`config.mk`:
```
export PLATFORM = sky130hd
export DESIGN_NAME = memStageTop
export DESIGN_NICKNAME = d
export VERILOG_FILES = /design/src/cp0Pkg.sv /design/src/pipePkg.sv /design/src/writeData.sv /design/src/readData.sv /design/src/memory.sv /design/src/respTimer.sv /design/src/stageReg.sv /design/src/dbusFsm.sv /design/src/memStageTop.sv
export SDC_FILE = /design/constraint.sdc
export NUM_CORES = 1
export LEC_CHECK = 0
export BUFFER_PORTS_ARGS = -buffer_cell sky130_fd_sc_hd__buf_4
export CAP_MARGIN = 20
export CORE_AREA = 2 2 258 260
export CTS_BUF_LIST = sky130_fd_sc_hd__clkbuf_4 sky130_fd_sc_hd__clkbuf_8 sky130_fd_sc_hd__clkbuf_16
export DETAILED_ROUTE_END_ITERATION = 16
export DIE_AREA = 0 0 260 262
export HOLD_SLACK_MARGIN = 0.12
export SYNTH_ARGS = -nofsm -noshare
export SYNTH_HDL_FRONTEND = slang
export SYNTH_SLANG_ARGS = --single-unit
```
`constraint.sdc`:
```
create_clock -name clk -period 18.3 [get_ports clk]
set_input_delay 2.745 -clock clk [delete_from_list [all_inputs] [get_ports clk]]
set_output_delay 2.745 -clock clk [all_outputs]
set_load 0.01 [all_outputs]
```
`src/cp0Pkg.sv`:
```
`default_nettype none

package cp0Pkg;

    // control kind carried by each lane, only what the memory stage needs
    typedef enum logic [1:0] {
        NONE      = 2'd0,
        EXCEPTION = 2'd1,
        ERET      = 2'd2
    } ctype_t;

endpackage

`default_nettype wire

```
`src/pipePkg.sv`:
```
`default_nettype none

package pipePkg;

    // response wait limit and the counter that measures it
    localparam int TIMEOUT_CYCLES = 64;
    localparam int TIMER_W = 7;

    // AXI response code for a good beat
    localparam logic [1:0] RESP_OKAY = 2'b00;

    typedef logic [31:0] word_t;
    typedef logic [3:0] strobe_t;

    typedef enum logic [1:0] {
        MSIZE1 = 2'd0,
        MSIZE2 = 2'd1,
        MSIZE4 = 2'd2
    } msize_t;

    typedef struct packed {
        logic   memToReg;
        logic   memWrite;
        logic   regWrite;
        logic   memSigned;
        msize_t msize;
    } memCtl_t;

    typedef struct packed {
        logic            valid;
        word_t           pc;
        logic [4:0]      rdst;
        word_t           aluOut;
        word_t           srcb;
        memCtl_t         ctl;
        cp0Pkg::ctype_t  ctype;
    } execData_t;

    // index 1 is the older lane
    typedef execData_t [1:0] execPair_t;

    typedef struct packed {
        logic    valid;
        word_t   addr;
        word_t   data;
        strobe_t strobe;
        msize_t  size;
        logic    isWrite;
    } dreq_t;

    typedef struct packed {
        logic            valid;
        word_t           pc;
        logic [4:0]      rdst;
        word_t           aluOut;
        word_t           srcb;
        memCtl_t         ctl;
        cp0Pkg::ctype_t  ctype;
        word_t           result;
        logic            busErr;
        // pair-level exception flag, same in both lanes
        logic            excpM;
    } memData_t;

    typedef memData_t [1:0] memPair_t;

endpackage

`default_nettype wire

```
`src/writeData.sv`:
```
`timescale 1ns/1ps
`default_nettype none

module writeData (
    input  logic [1:0]       addr,
    input  pipePkg::word_t   rawData,
    input  pipePkg::msize_t  msize,
    output pipePkg::word_t   wd,
    output pipePkg::strobe_t strobe
);

    always_comb begin
        case (msize)
            pipePkg::MSIZE1: begin
                // byte copied into every lane, strobe picks one
                wd = {4{rawData[7:0]}};
                strobe = 4'b0001 << addr;
            end
            pipePkg::MSIZE2: begin
                wd = {2{rawData[15:0]}};
                strobe = addr[1] ? 4'b1100 : 4'b0011;
            end
            default: begin
                wd = rawData;
                strobe = 4'b1111;
            end
        endcase
    end

endmodule

`default_nettype wire

```
`src/readData.sv`:
```
`timescale 1ns/1ps
`default_nettype none

module readData (
    input  logic [1:0]      addr,
    input  pipePkg::word_t  rdata,
    input  pipePkg::msize_t msize,
    input  logic            memSigned,
    output pipePkg::word_t  loadData
);

    logic [7:0]  byteSel;
    logic [15:0] halfSel;

    // addressed byte and half of the returned word
    assign byteSel = rdata[{addr, 3'b000} +: 8];
    assign halfSel = addr[1] ? rdata[31:16] : rdata[15:0];

    always_comb begin
        case (msize)
            pipePkg::MSIZE1: begin
                loadData = {{24{memSigned & byteSel[7]}}, byteSel};
            end
            pipePkg::MSIZE2: begin
                loadData = {{16{memSigned & halfSel[15]}}, halfSel};
            end
            default: begin
                loadData = rdata;
            end
        endcase
    end

endmodule

`default_nettype wire

```
`src/memory.sv`:
```
`timescale 1ns/1ps
`default_nettype none

module memory (
    input  pipePkg::execPair_t   dataE,
    output pipePkg::dreq_t [1:0] dreq,
    output pipePkg::memCtl_t [1:0] ctlM,
    output logic                 excpM
);

    logic [1:0] laneExcp;
    logic [1:0] squash;
    pipePkg::word_t [1:0] wd;
    pipePkg::strobe_t [1:0] strobe;

    for (genvar i = 0; i < 2; i++) begin : gLane
        assign laneExcp[i] = (dataE[i].ctype == cp0Pkg::EXCEPTION) ||
                             (dataE[i].ctype == cp0Pkg::ERET);

        writeData writeDataLane (
            .addr    (dataE[i].aluOut[1:0]),
            .rawData (dataE[i].srcb),
            .msize   (dataE[i].ctl.msize),
            .wd      (wd[i]),
            .strobe  (strobe[i])
        );
    end

    // the older lane is never squashed by the younger one
    assign squash = {1'b0, laneExcp[1]};

    always_comb begin
        for (int i = 0; i < 2; i++) begin
            dreq[i] = '0;
            dreq[i].valid = (dataE[i].ctl.memToReg || dataE[i].ctl.memWrite) &&
                            !squash[i] && !laneExcp[i];
            dreq[i].addr = dataE[i].aluOut;
            dreq[i].size = dataE[i].ctl.msize;
            dreq[i].isWrite = dataE[i].ctl.memWrite;
            if (dataE[i].ctl.memWrite) begin
                dreq[i].data = wd[i];
                dreq[i].strobe = strobe[i];
            end
        end
    end

    always_comb begin
        ctlM[1] = dataE[1].ctl;
        ctlM[0] = dataE[0].ctl;
        // older lane traps, so the younger one must not write back
        if (laneExcp[1]) begin
            ctlM[0].regWrite = 1'b0;
            ctlM[0].memToReg = 1'b0;
        end
    end

    assign excpM = |laneExcp;

endmodule

`default_nettype wire

```
`src/respTimer.sv`:
```
`timescale 1ns/1ps
`default_nettype none

module respTimer (
    input  logic clk,
    input  logic rst,
    input  logic run,
    input  logic clear,
    output logic expired
);

    logic [pipePkg::TIMER_W-1:0] count;

    always_ff @(posedge clk) begin
        if (rst || clear) begin
            count <= '0;
        end else if (run && !expired) begin
            count <= count + 1'b1;
        end
    end

    // holds at the limit until cleared
    assign expired = (count == pipePkg::TIMER_W'(pipePkg::TIMEOUT_CYCLES));

endmodule

`default_nettype wire

```
`src/stageReg.sv`:
```
`timescale 1ns/1ps
`default_nettype none

module stageReg #(
    parameter type T = logic
) (
    input  logic clk,
    input  logic rst,
    input  logic inValid,
    input  T     inData,
    output logic inReady,
    output logic outValid,
    output T     outData,
    input  logic outReady
);

    // free slot, or the current entry leaves this cycle
    assign inReady = !outValid || outReady;

    always_ff @(posedge clk) begin
        if (rst) begin
            outValid <= 1'b0;
        end else if (inReady) begin
            outValid <= inValid;
        end
    end

    always_ff @(posedge clk) begin
        if (inValid && inReady) begin
            outData <= inData;
        end
    end

endmodule

`default_nettype wire

```
`src/dbusFsm.sv`:
```
`timescale 1ns/1ps
`default_nettype none

module dbusFsm (
    input  logic                 clk,
    input  logic                 rst,
    input  logic                 pairValid,
    output logic                 pairPop,
    input  pipePkg::dreq_t [1:0] dreq,
    output logic                 resultLoad,
    input  logic                 resultReady,
    output pipePkg::word_t [1:0] rword,
    output logic [1:0]           busErr,
    output logic                 timerRun,
    output logic                 timerClear,
    input  logic                 timerExpired,
    output pipePkg::word_t       awaddr,
    output logic                 awvalid,
    input  logic                 awready,
    output pipePkg::word_t       wdata,
    output pipePkg::strobe_t     wstrb,
    output logic                 wvalid,
    input  logic                 wready,
    input  logic [1:0]           bresp,
    input  logic                 bvalid,
    output logic                 bready,
    output pipePkg::word_t       araddr,
    output logic                 arvalid,
    input  logic                 arready,
    input  pipePkg::word_t       rdata,
    input  logic [1:0]           rresp,
    input  logic                 rvalid,
    output logic                 rready
);

    typedef enum logic [2:0] {
        IDLE,
        ISSUE,
        WAIT_RESP,
        NEXT_LANE,
        FINISH
    } state_t;

    state_t state;
    logic lane;
    logic awDone;
    logic wDone;
    pipePkg::dreq_t cur;

    assign cur = dreq[lane];

    // payload comes straight from the held pair, stable while valid
    assign awaddr = cur.addr;
    assign wdata = cur.data;
    assign wstrb = cur.strobe;
    assign araddr = cur.addr;

    assign awvalid = (state == ISSUE) && cur.isWrite && !awDone;
    assign wvalid = (state == ISSUE) && cur.isWrite && !wDone;
    assign arvalid = (state == ISSUE) && !cur.isWrite;
    assign bready = (state == WAIT_RESP) && cur.isWrite;
    assign rready = (state == WAIT_RESP) && !cur.isWrite;

    assign timerRun = (state == WAIT_RESP);
    assign timerClear = (state != WAIT_RESP);

    assign resultLoad = (state == FINISH) && resultReady;
    assign pairPop = resultLoad;

    always_ff @(posedge clk) begin
        if (rst) begin
            state <= IDLE;
            lane <= 1'b1;
            awDone <= 1'b0;
            wDone <= 1'b0;
            busErr <= '0;
        end else begin
            case (state)
                IDLE: begin
                    if (pairValid && resultReady) begin
                        busErr <= '0;
                        // older lane first, skip lanes with no access
                        if (dreq[1].valid) begin
                            lane <= 1'b1;
                            state <= ISSUE;
                        end else if (dreq[0].valid) begin
                            lane <= 1'b0;
                            state <= ISSUE;
                        end else begin
                            state <= FINISH;
                        end
                    end
                end
                ISSUE: begin
                    if (cur.isWrite) begin
                        if (awvalid && awready) begin
                            awDone <= 1'b1;
                        end
                        if (wvalid && wready) begin
                            wDone <= 1'b1;
                        end
                        // AW and W may complete in either order
                        if ((awDone || awready) && (wDone || wready)) begin
                            awDone <= 1'b0;
                            wDone <= 1'b0;
                            state <= WAIT_RESP;
                        end
                    end else if (arready) begin
                        state <= WAIT_RESP;
                    end
                end
                WAIT_RESP: begin
                    if (cur.isWrite && bvalid) begin
                        busErr[lane] <= (bresp != pipePkg::RESP_OKAY);
                        state <= NEXT_LANE;
                    end else if (!cur.isWrite && rvalid) begin
                        busErr[lane] <= (rresp != pipePkg::RESP_OKAY);
                        state <= NEXT_LANE;
                    end else if (timerExpired) begin
                        // give up on this beat
                        busErr[lane] <= 1'b1;
                        state <= NEXT_LANE;
                    end
                end
                NEXT_LANE: begin
                    if (lane && dreq[0].valid) begin
                        lane <= 1'b0;
                        state <= ISSUE;
                    end else begin
                        state <= FINISH;
                    end
                end
                FINISH: begin
                    if (resultReady) begin
                        state <= IDLE;
                    end
                end
                default: begin
                    state <= IDLE;
                end
            endcase
        end
    end

    // read data per lane
    always_ff @(posedge clk) begin
        if (rready && rvalid) begin
            rword[lane] <= rdata;
        end
    end

endmodule

`default_nettype wire

```
`src/memStageTop.sv`:
```
`timescale 1ns/1ps
`default_nettype none

module memStageTop (
    input  logic               clk,
    input  logic               rst,
    input  logic               inValid,
    input  pipePkg::execPair_t inPair,
    output logic               inReady,
    output logic               outValid,
    output pipePkg::memPair_t  outPair,
    output logic               excpM,
    input  logic               outReady,
    output pipePkg::word_t     awaddr,
    output logic               awvalid,
    input  logic               awready,
    output pipePkg::word_t     wdata,
    output pipePkg::strobe_t   wstrb,
    output logic               wvalid,
    input  logic               wready,
    input  logic [1:0]         bresp,
    input  logic               bvalid,
    output logic               bready,
    output pipePkg::word_t     araddr,
    output logic               arvalid,
    input  logic               arready,
    input  pipePkg::word_t     rdata,
    input  logic [1:0]         rresp,
    input  logic               rvalid,
    output logic               rready
);

    pipePkg::execPair_t dataE;
    logic pairValid;
    logic pairPop;
    pipePkg::dreq_t [1:0] dreq;
    pipePkg::memCtl_t [1:0] ctlM;
    logic excpE;
    logic resultLoad;
    logic resultReady;
    pipePkg::word_t [1:0] rword;
    logic [1:0] busErr;
    logic timerRun;
    logic timerClear;
    logic timerExpired;
    pipePkg::word_t [1:0] loadData;
    pipePkg::memPair_t resultPair;

    stageReg #(.T(pipePkg::execPair_t)) inReg (
        .clk      (clk),
        .rst      (rst),
        .inValid  (inValid),
        .inData   (inPair),
        .inReady  (inReady),
        .outValid (pairValid),
        .outData  (dataE),
        .outReady (pairPop)
    );

    memory memory0 (
        .dataE (dataE),
        .dreq  (dreq),
        .ctlM  (ctlM),
        .excpM (excpE)
    );

    dbusFsm dbusFsm0 (
        .clk          (clk),
        .rst          (rst),
        .pairValid    (pairValid),
        .pairPop      (pairPop),
        .dreq         (dreq),
        .resultLoad   (resultLoad),
        .resultReady  (resultReady),
        .rword        (rword),
        .busErr       (busErr),
        .timerRun     (timerRun),
        .timerClear   (timerClear),
        .timerExpired (timerExpired),
        .awaddr       (awaddr),
        .awvalid      (awvalid),
        .awready      (awready),
        .wdata        (wdata),
        .wstrb        (wstrb),
        .wvalid       (wvalid),
        .wready       (wready),
        .bresp        (bresp),
        .bvalid       (bvalid),
        .bready       (bready),
        .araddr       (araddr),
        .arvalid      (arvalid),
        .arready      (arready),
        .rdata        (rdata),
        .rresp        (rresp),
        .rvalid       (rvalid),
        .rready       (rready)
    );

    respTimer respTimer0 (
        .clk     (clk),
        .rst     (rst),
        .run     (timerRun),
        .clear   (timerClear),
        .expired (timerExpired)
    );

    for (genvar i = 0; i < 2; i++) begin : gLoad
        readData readDataLane (
            .addr      (dataE[i].aluOut[1:0]),
            .rdata     (rword[i]),
            .msize     (ctlM[i].msize),
            .memSigned (ctlM[i].memSigned),
            .loadData  (loadData[i])
        );
    end

    always_comb begin
        for (int i = 0; i < 2; i++) begin
            resultPair[i].valid = dataE[i].valid;
            resultPair[i].pc = dataE[i].pc;
            resultPair[i].rdst = dataE[i].rdst;
            resultPair[i].aluOut = dataE[i].aluOut;
            resultPair[i].srcb = dataE[i].srcb;
            resultPair[i].ctl = ctlM[i];
            resultPair[i].ctype = dataE[i].ctype;
            // only a read that actually went out returns load data
            resultPair[i].result = (dreq[i].valid && ctlM[i].memToReg) ?
                                   loadData[i] : dataE[i].aluOut;
            resultPair[i].busErr = busErr[i];
            resultPair[i].excpM = excpE;
        end
    end

    stageReg #(.T(pipePkg::memPair_t)) outReg (
        .clk      (clk),
        .rst      (rst),
        .inValid  (resultLoad),
        .inData   (resultPair),
        .inReady  (resultReady),
        .outValid (outValid),
        .outData  (outPair),
        .outReady (outReady)
    );

    assign excpM = outPair[1].excpM;

endmodule

`default_nettype wire

```
# Yosys cells after proc, flatten, opt, wreduce, memory -nomap -nowiden
# Cells that the tools add are included.
# W data, S select, Z words.
[word_totals] output_inout_bits=396 elab_cells=196 input_bits=265 register_bits=588
[op_classes] shifts=4 bitwise=5 eq_ne=19 n_addsub=1 n_reduce_logical=56 n_mux=50 magnitude_cmp=2
[op_table] op="$pmux W32 S2" n=4
[op_table] op="$mux W71" n=2
[op_table] op="$mux W32" n=3
[op_table] op="$mux W36" n=2
[op_table] op="$bwmux W64" n=1
[op_table] op="$shiftx A32 B6 Y8" n=2
[op_table] op="$mux W3" n=11
[op_table] op="$demux W32 S1" n=1
[op_table] op="$mux W16" n=2
[op_table] op="$logic_and A1 B1 Y1" n=24
[op_table] op="$pmux W4 S2" n=2
[op_table] op="$pmux W3 S5" n=1
[op_table] op="$reduce_bool A2 Y1" n=6
[op_table] op="$mux W1" n=10
[op_table] op="$logic_or A1 B1 Y1" n=9
[op_table] op="$ne A3 B2 Y1 const B" n=3
[op_table] op="$reduce_and A3 Y1" n=3
[op_table] op="$eq A2 B1 Y1 const B" n=4
[op_table] op="$logic_not A1 Y1" n=8
[op_table] op="$mux W2" n=4
[op_table] op="$mux W4" n=2
[op_table] op="$shl A1 B2 Y4 const A" n=2
[op_table] op="$add A7 B1 Y7 const B" n=1
[op_table] op="$eq A7 B7 Y1 const B" n=1
[op_table] op="20 further kinds" n=29

# Longest topological paths before layout
[logic_depth] word_depth=10 mapped_depth=7 ltp_nobuf=7

# By module
# From an unflattened synthesis, not the netlist that was laid out.
[unflattened] cells_unflattened=1433 area_unflattened_um2=24198.2
[modules_own_cells] module="stageReg (outReg)" cells_per_inst=293 area_per_inst_um2=8703.3 seq_area_each_um2=8668.3 instances=1
[modules_own_cells] module="stageReg (inReg)" cells_per_inst=225 area_per_inst_um2=6661.4 seq_area_each_um2=6626.4 instances=1
[modules_own_cells] module="dbusFsm" cells_per_inst=269 area_per_inst_um2=3688.5 seq_area_each_um2=2082.0 instances=1
[modules_own_cells] module="readData" cells_per_inst=123 area_per_inst_um2=705.7 seq_area_each_um2=0.0 instances=2
[modules_own_cells] module="memory" cells_per_inst=165 area_per_inst_um2=1222.4 seq_area_each_um2=0.0 instances=1
[modules_own_cells] module="memStageTop" cells_per_inst=73 area_per_inst_um2=1096.1 seq_area_each_um2=0.0 instances=1
[modules_own_cells] module="writeData" cells_per_inst=60 area_per_inst_um2=531.8 seq_area_each_um2=0.0 instances=2
[modules_own_cells] module="respTimer" cells_per_inst=42 area_per_inst_um2=351.6 seq_area_each_um2=140.1 instances=1

# Worst setup path before layout
# OpenSTA, ideal clock, no wires.
[synth_timing] kind="in2reg" start="in outReady" end="reg inReg.outData[0] (netlist name), enable pin" t_arrival_ps=13625 n_path_buf=0 setup_time_ps=874 required_ps=17426 path_stages=3 slack_ps=3801 cell_sequence="nand2b_1 -> nand3_1 -> a21oi_1"
[synth_between] elab_chain_cells=4
[synth_rtl] element="from (decl)" line_no="memStageTop.sv:13" text="input logic outReady,"
[synth_rtl] element="$logic_or A1 B1 Y1" line_no="stageReg.sv:18" text="assign inReady = !outValid || outReady;"
[synth_rtl] element="$logic_and A1 B1 Y1" line_no="dbusFsm.sv:67" text="assign resultLoad = (state == FINISH) && resultReady;"
[synth_rtl] element="$logic_or A1 B1 Y1" line_no="stageReg.sv:18"
[synth_rtl] element="$logic_and A1 B1 Y1" line_no="stageReg.sv:29" text="if (inValid && inReady) begin"
[synth_rtl] element="to (signal assigned)" line_no="stageReg.sv:30" text="outData <= inData;"
[synth_rtl] element="to (decl)" line_no="stageReg.sv:13" text="output T outData,"
# No other way between the ends.
# A chain may end at the register's enable or synchronous reset.

# Worst setup path in the final report
[layout_timing] start="in outReady" end="out inReady"
[layout_between] elab_chain_cells=3
[layout_rtl] element="$logic_or A1 B1 Y1" line_no="stageReg.sv:18"
[layout_rtl] element="$logic_and A1 B1 Y1" line_no="dbusFsm.sv:67"
[layout_rtl] element="$logic_or A1 B1 Y1" line_no="stageReg.sv:18"
[layout_rtl] element="to (decl)" line_no="memStageTop.sv:9" text="output logic inReady,"
# No other way between the ends.

==> impl_metrics.yaml <==
grt:
  grt_pass1_vias: 14000
  grtUsageMet3_pct: 6.23
  grt_overflow_total: 0
  grt_use_met2_pct: 32.1
  busiest_layer: "met2"
  grt_usage_pct: 19.9
  grt_max_degree: 84
  grt_first_pass_wirelength_um: 96900
  antenna_found_initial: 19
  met1_usage_pct: 24.5
pwr:
  p_clk_share_pct: 38.2
  p_total_mw: 3.49
  p_int_mw: 2.61
  sw_frac_of_total_pct: 25.1
  switchingPower_mw: 0.877
  power_leakage_nw: 11.3
  power_density_mw_per_mm2: 117
  pwr-share-seq_pct: 48.2
  ir_drop_v: 0.0000955
  pwr-share-comb_pct: 13.5
yosys:
  synth_warnings: 0
  postSynthNetCount: 1525
  synth-seq-area-share_pct: 80.0
  yosys.area.top_type: "edfxtp_1"
  yosys.cell_types.count: 53
  ys_seq_elements: 588
  ys_top_cells_by_area: "edfxtp_1, mux2i_1, a21oi_1"
  synth_edf_count: 571
  synth-async-reset-ratio_pct: 0
  synth_flop_cell: "edfxtp_1"
  yosysTopAreaCellShare_pct: 78.5
  netlist_instances: 1258
  syn_area_per_cell_sq_um: 17.4
  netlist_area_sq_mm: 0.0219
timing:
  rsz0062_at_grt: "no"
  setup_tns_ns: 0
  max_freq_ghz: 0.156
  relSlewSlack_pct: 28.9
  hold_violations: 0
  finalCriticalPeriod_ns: 6.40
  finClkSkew_ns: 0.0149
  max_slew.worst_pin.slew_ns: 1.06
  fin_crit_sh_pct: 35.0
  maxSlewViolCount: 0
  setup_viol: 0
cts:
  clockBufferDepth: 3
  numCtsBuffers: 67
  cts_num_sinks: 588
  cts_tree: "yes"
  cts_resized: 0
  path_clk_slew_ns: 0.06
  clock-root-buffer: "clkbuf_16"
  clk_latency_ns: 0.61
  htreeDepth: 3
  cts_setup_buffers: 0
  postCtsHoldBufs: 0
critical_path:
  rr_startpoint: "dbusFsm0.state[1]$_SDFFE_PP0P_"
  cp.arrival_ns: 3.66
  critPathLaunchType: "input port"
  cp_max_fo: 5
  critical_path.endpoint: "inReady"
  crit_type: "input port to primary output"
  endpoint_kind: "primary output"
  crit_required_ns: 15.55
  worstReg2RegEnd: "outReg.outData[58]$_DFFE_PP_"
  reg2regPathDepth: 5
  reg2reg_slack_ns: 14.61
  crit_start: "outReady"
worst_hold_path:
  hold_path.class: "flip-flop to flip-flop"
job:
  drv_cap: 0
place:
  place.gp.congestion: 0.864
  port-buffer-count: 660
  hpwl_um: 51400
floorplanning:
  dieArea_sq_mm: 0.0681
  rows: 94
  start_util_pct: 33.5
  die_h_um: 262
  die_x_um: 260
  coreArea_sq_mm: 0.0653
  io_pins: 661
final_layout:
  area_growth_pct: 36.2
  layout_common_cells: "buf_4, edfxtp_1, nand2_1, nor2_1, a21oi_1"
  post-route-util_pct: 45.6
  drive_gt1_share_pct: 43.4
  final_nets: 2184
  layout_commonest_cell: "buf_4"
  nFillCells: 5778
route:
  viasPerCell: 4.89
  vias: 13900
  wl_per_cell_um: 24.9
  drc: 0
  drt_iter0_drc: 1230
  routed_wl_um: 70800
  antenna_left: 0
  dr.pass1.iters: 6
status:
  status: "completed"
## kinds of logic (layout without fill, tap and decap cells)
logic type / after synthesis / count (layout) / synth area share, %
simple gates: 221 / 221 / 4.39
mux: 102 / 102 / 5.82
compound gates: 230 / 230 / 6.64
buf+inv: 107 / 813 / 2.71
flops: 588 / 588 / 80.0
other cells: 0 / 12 / 0
xor+xnor: 8 / 8 / 0.321
fa+ha+maj: 2 / 2 / 0.114
## power groups by stage
stage                     clock network (mW)  registers [mW]  logic, mW
after global placement                     0            1.71      0.473
after detailed placement                   0            1.71      0.477
after global routing                    1.42            1.69      0.507
final                                   1.33            1.68      0.472
after floorplan                            0            1.76      0.187
after CTS                               1.37            1.68      0.479
## worst max-delay path, cell delays in order
cell and delay [ns]:
buf_4 0.10, nand2b_1 0.20, nand3_1 0.32, nand2_1 0.13, buf_4 0.16
## Yosys cell counts (18+ instances only)
cell type and instances:
edfxtp_1 571, nand2_1 92, a21oi_1 79, nor2_1 79, mux2i_1 54, o21ai_0 47
buf_4 39, clkbuf_1 32, mux2_2 31, o22ai_1 29, a22o_1 25, a221oi_1 18
## worst min path at each step
stage                                            start                             to  slack [ns]  depth (start not counted)
after detailed placement   inReg.outData[75]$_DFFE_PP_  outReg.outData[109]$_DFFE_PP_        0.40                          0
after global routing      inReg.outData[102]$_DFFE_PP_  outReg.outData[136]$_DFFE_PP_        0.42                          0
after CTS                 inReg.outData[193]$_DFFE_PP_  outReg.outData[261]$_DFFE_PP_        0.42                          0
final                     inReg.outData[193]$_DFFE_PP_  outReg.outData[261]$_DFFE_PP_        0.41                          0
after floorplan            inReg.outData[72]$_DFFE_PP_  outReg.outData[106]$_DFFE_PP_        0.40                          0
after global placement     inReg.outData[86]$_DFFE_PP_  outReg.outData[120]$_DFFE_PP_        0.40                          0
## per-stage QoR
step                hold WS, ns  instances  setup WS (ns)  instance area [sq um]
floorplan                 0.400       1258           3.80                  21900
global placement          0.400       2710          11.91                  27500
detailed placement        0.405       2710          11.90                  27500
CTS                       0.417       2826          11.91                  29700
global route              0.420       2837          11.85                  29800
finish                    0.415       2840          11.90                  29800
## metal layers
layer  up-vias  part of all wire, %
met4        10                  3.5
met3       134                  8.7
li1       6177                    -
met2       667                   49
met5         -                0.085
met1      6894                   38
## flip-flops by register name (all words and copies together), names as in the netlist
name	count
dbusFsm0.lane	1
dbusFsm0.rword	64
outReg.outValid	1
dbusFsm0.state	3
outReg.outData	287
respTimer0.count	7
dbusFsm0.wDone	1
dbusFsm0.awDone	1
inReg.outValid	1
inReg.outData	220
dbusFsm0.busErr	2
## cell type report
type | instances | area (sq um) | area share (%)
inverters | 12 | 52.6 | 0.177
multi-input cells | 563 | 3800 | 12.8
diodes | 12 | 30.0 | 0.101
repair buffers | 685 | 5140 | 17.3
well taps | 864 | 1080 | 3.63
flip-flops and latches | 588 | 17500 | 58.8
clock inverters | 39 | 420 | 1.41
clock buffers | 77 | 1750 | 5.89
No activity file was read; power rests on OpenSTA's default activity.
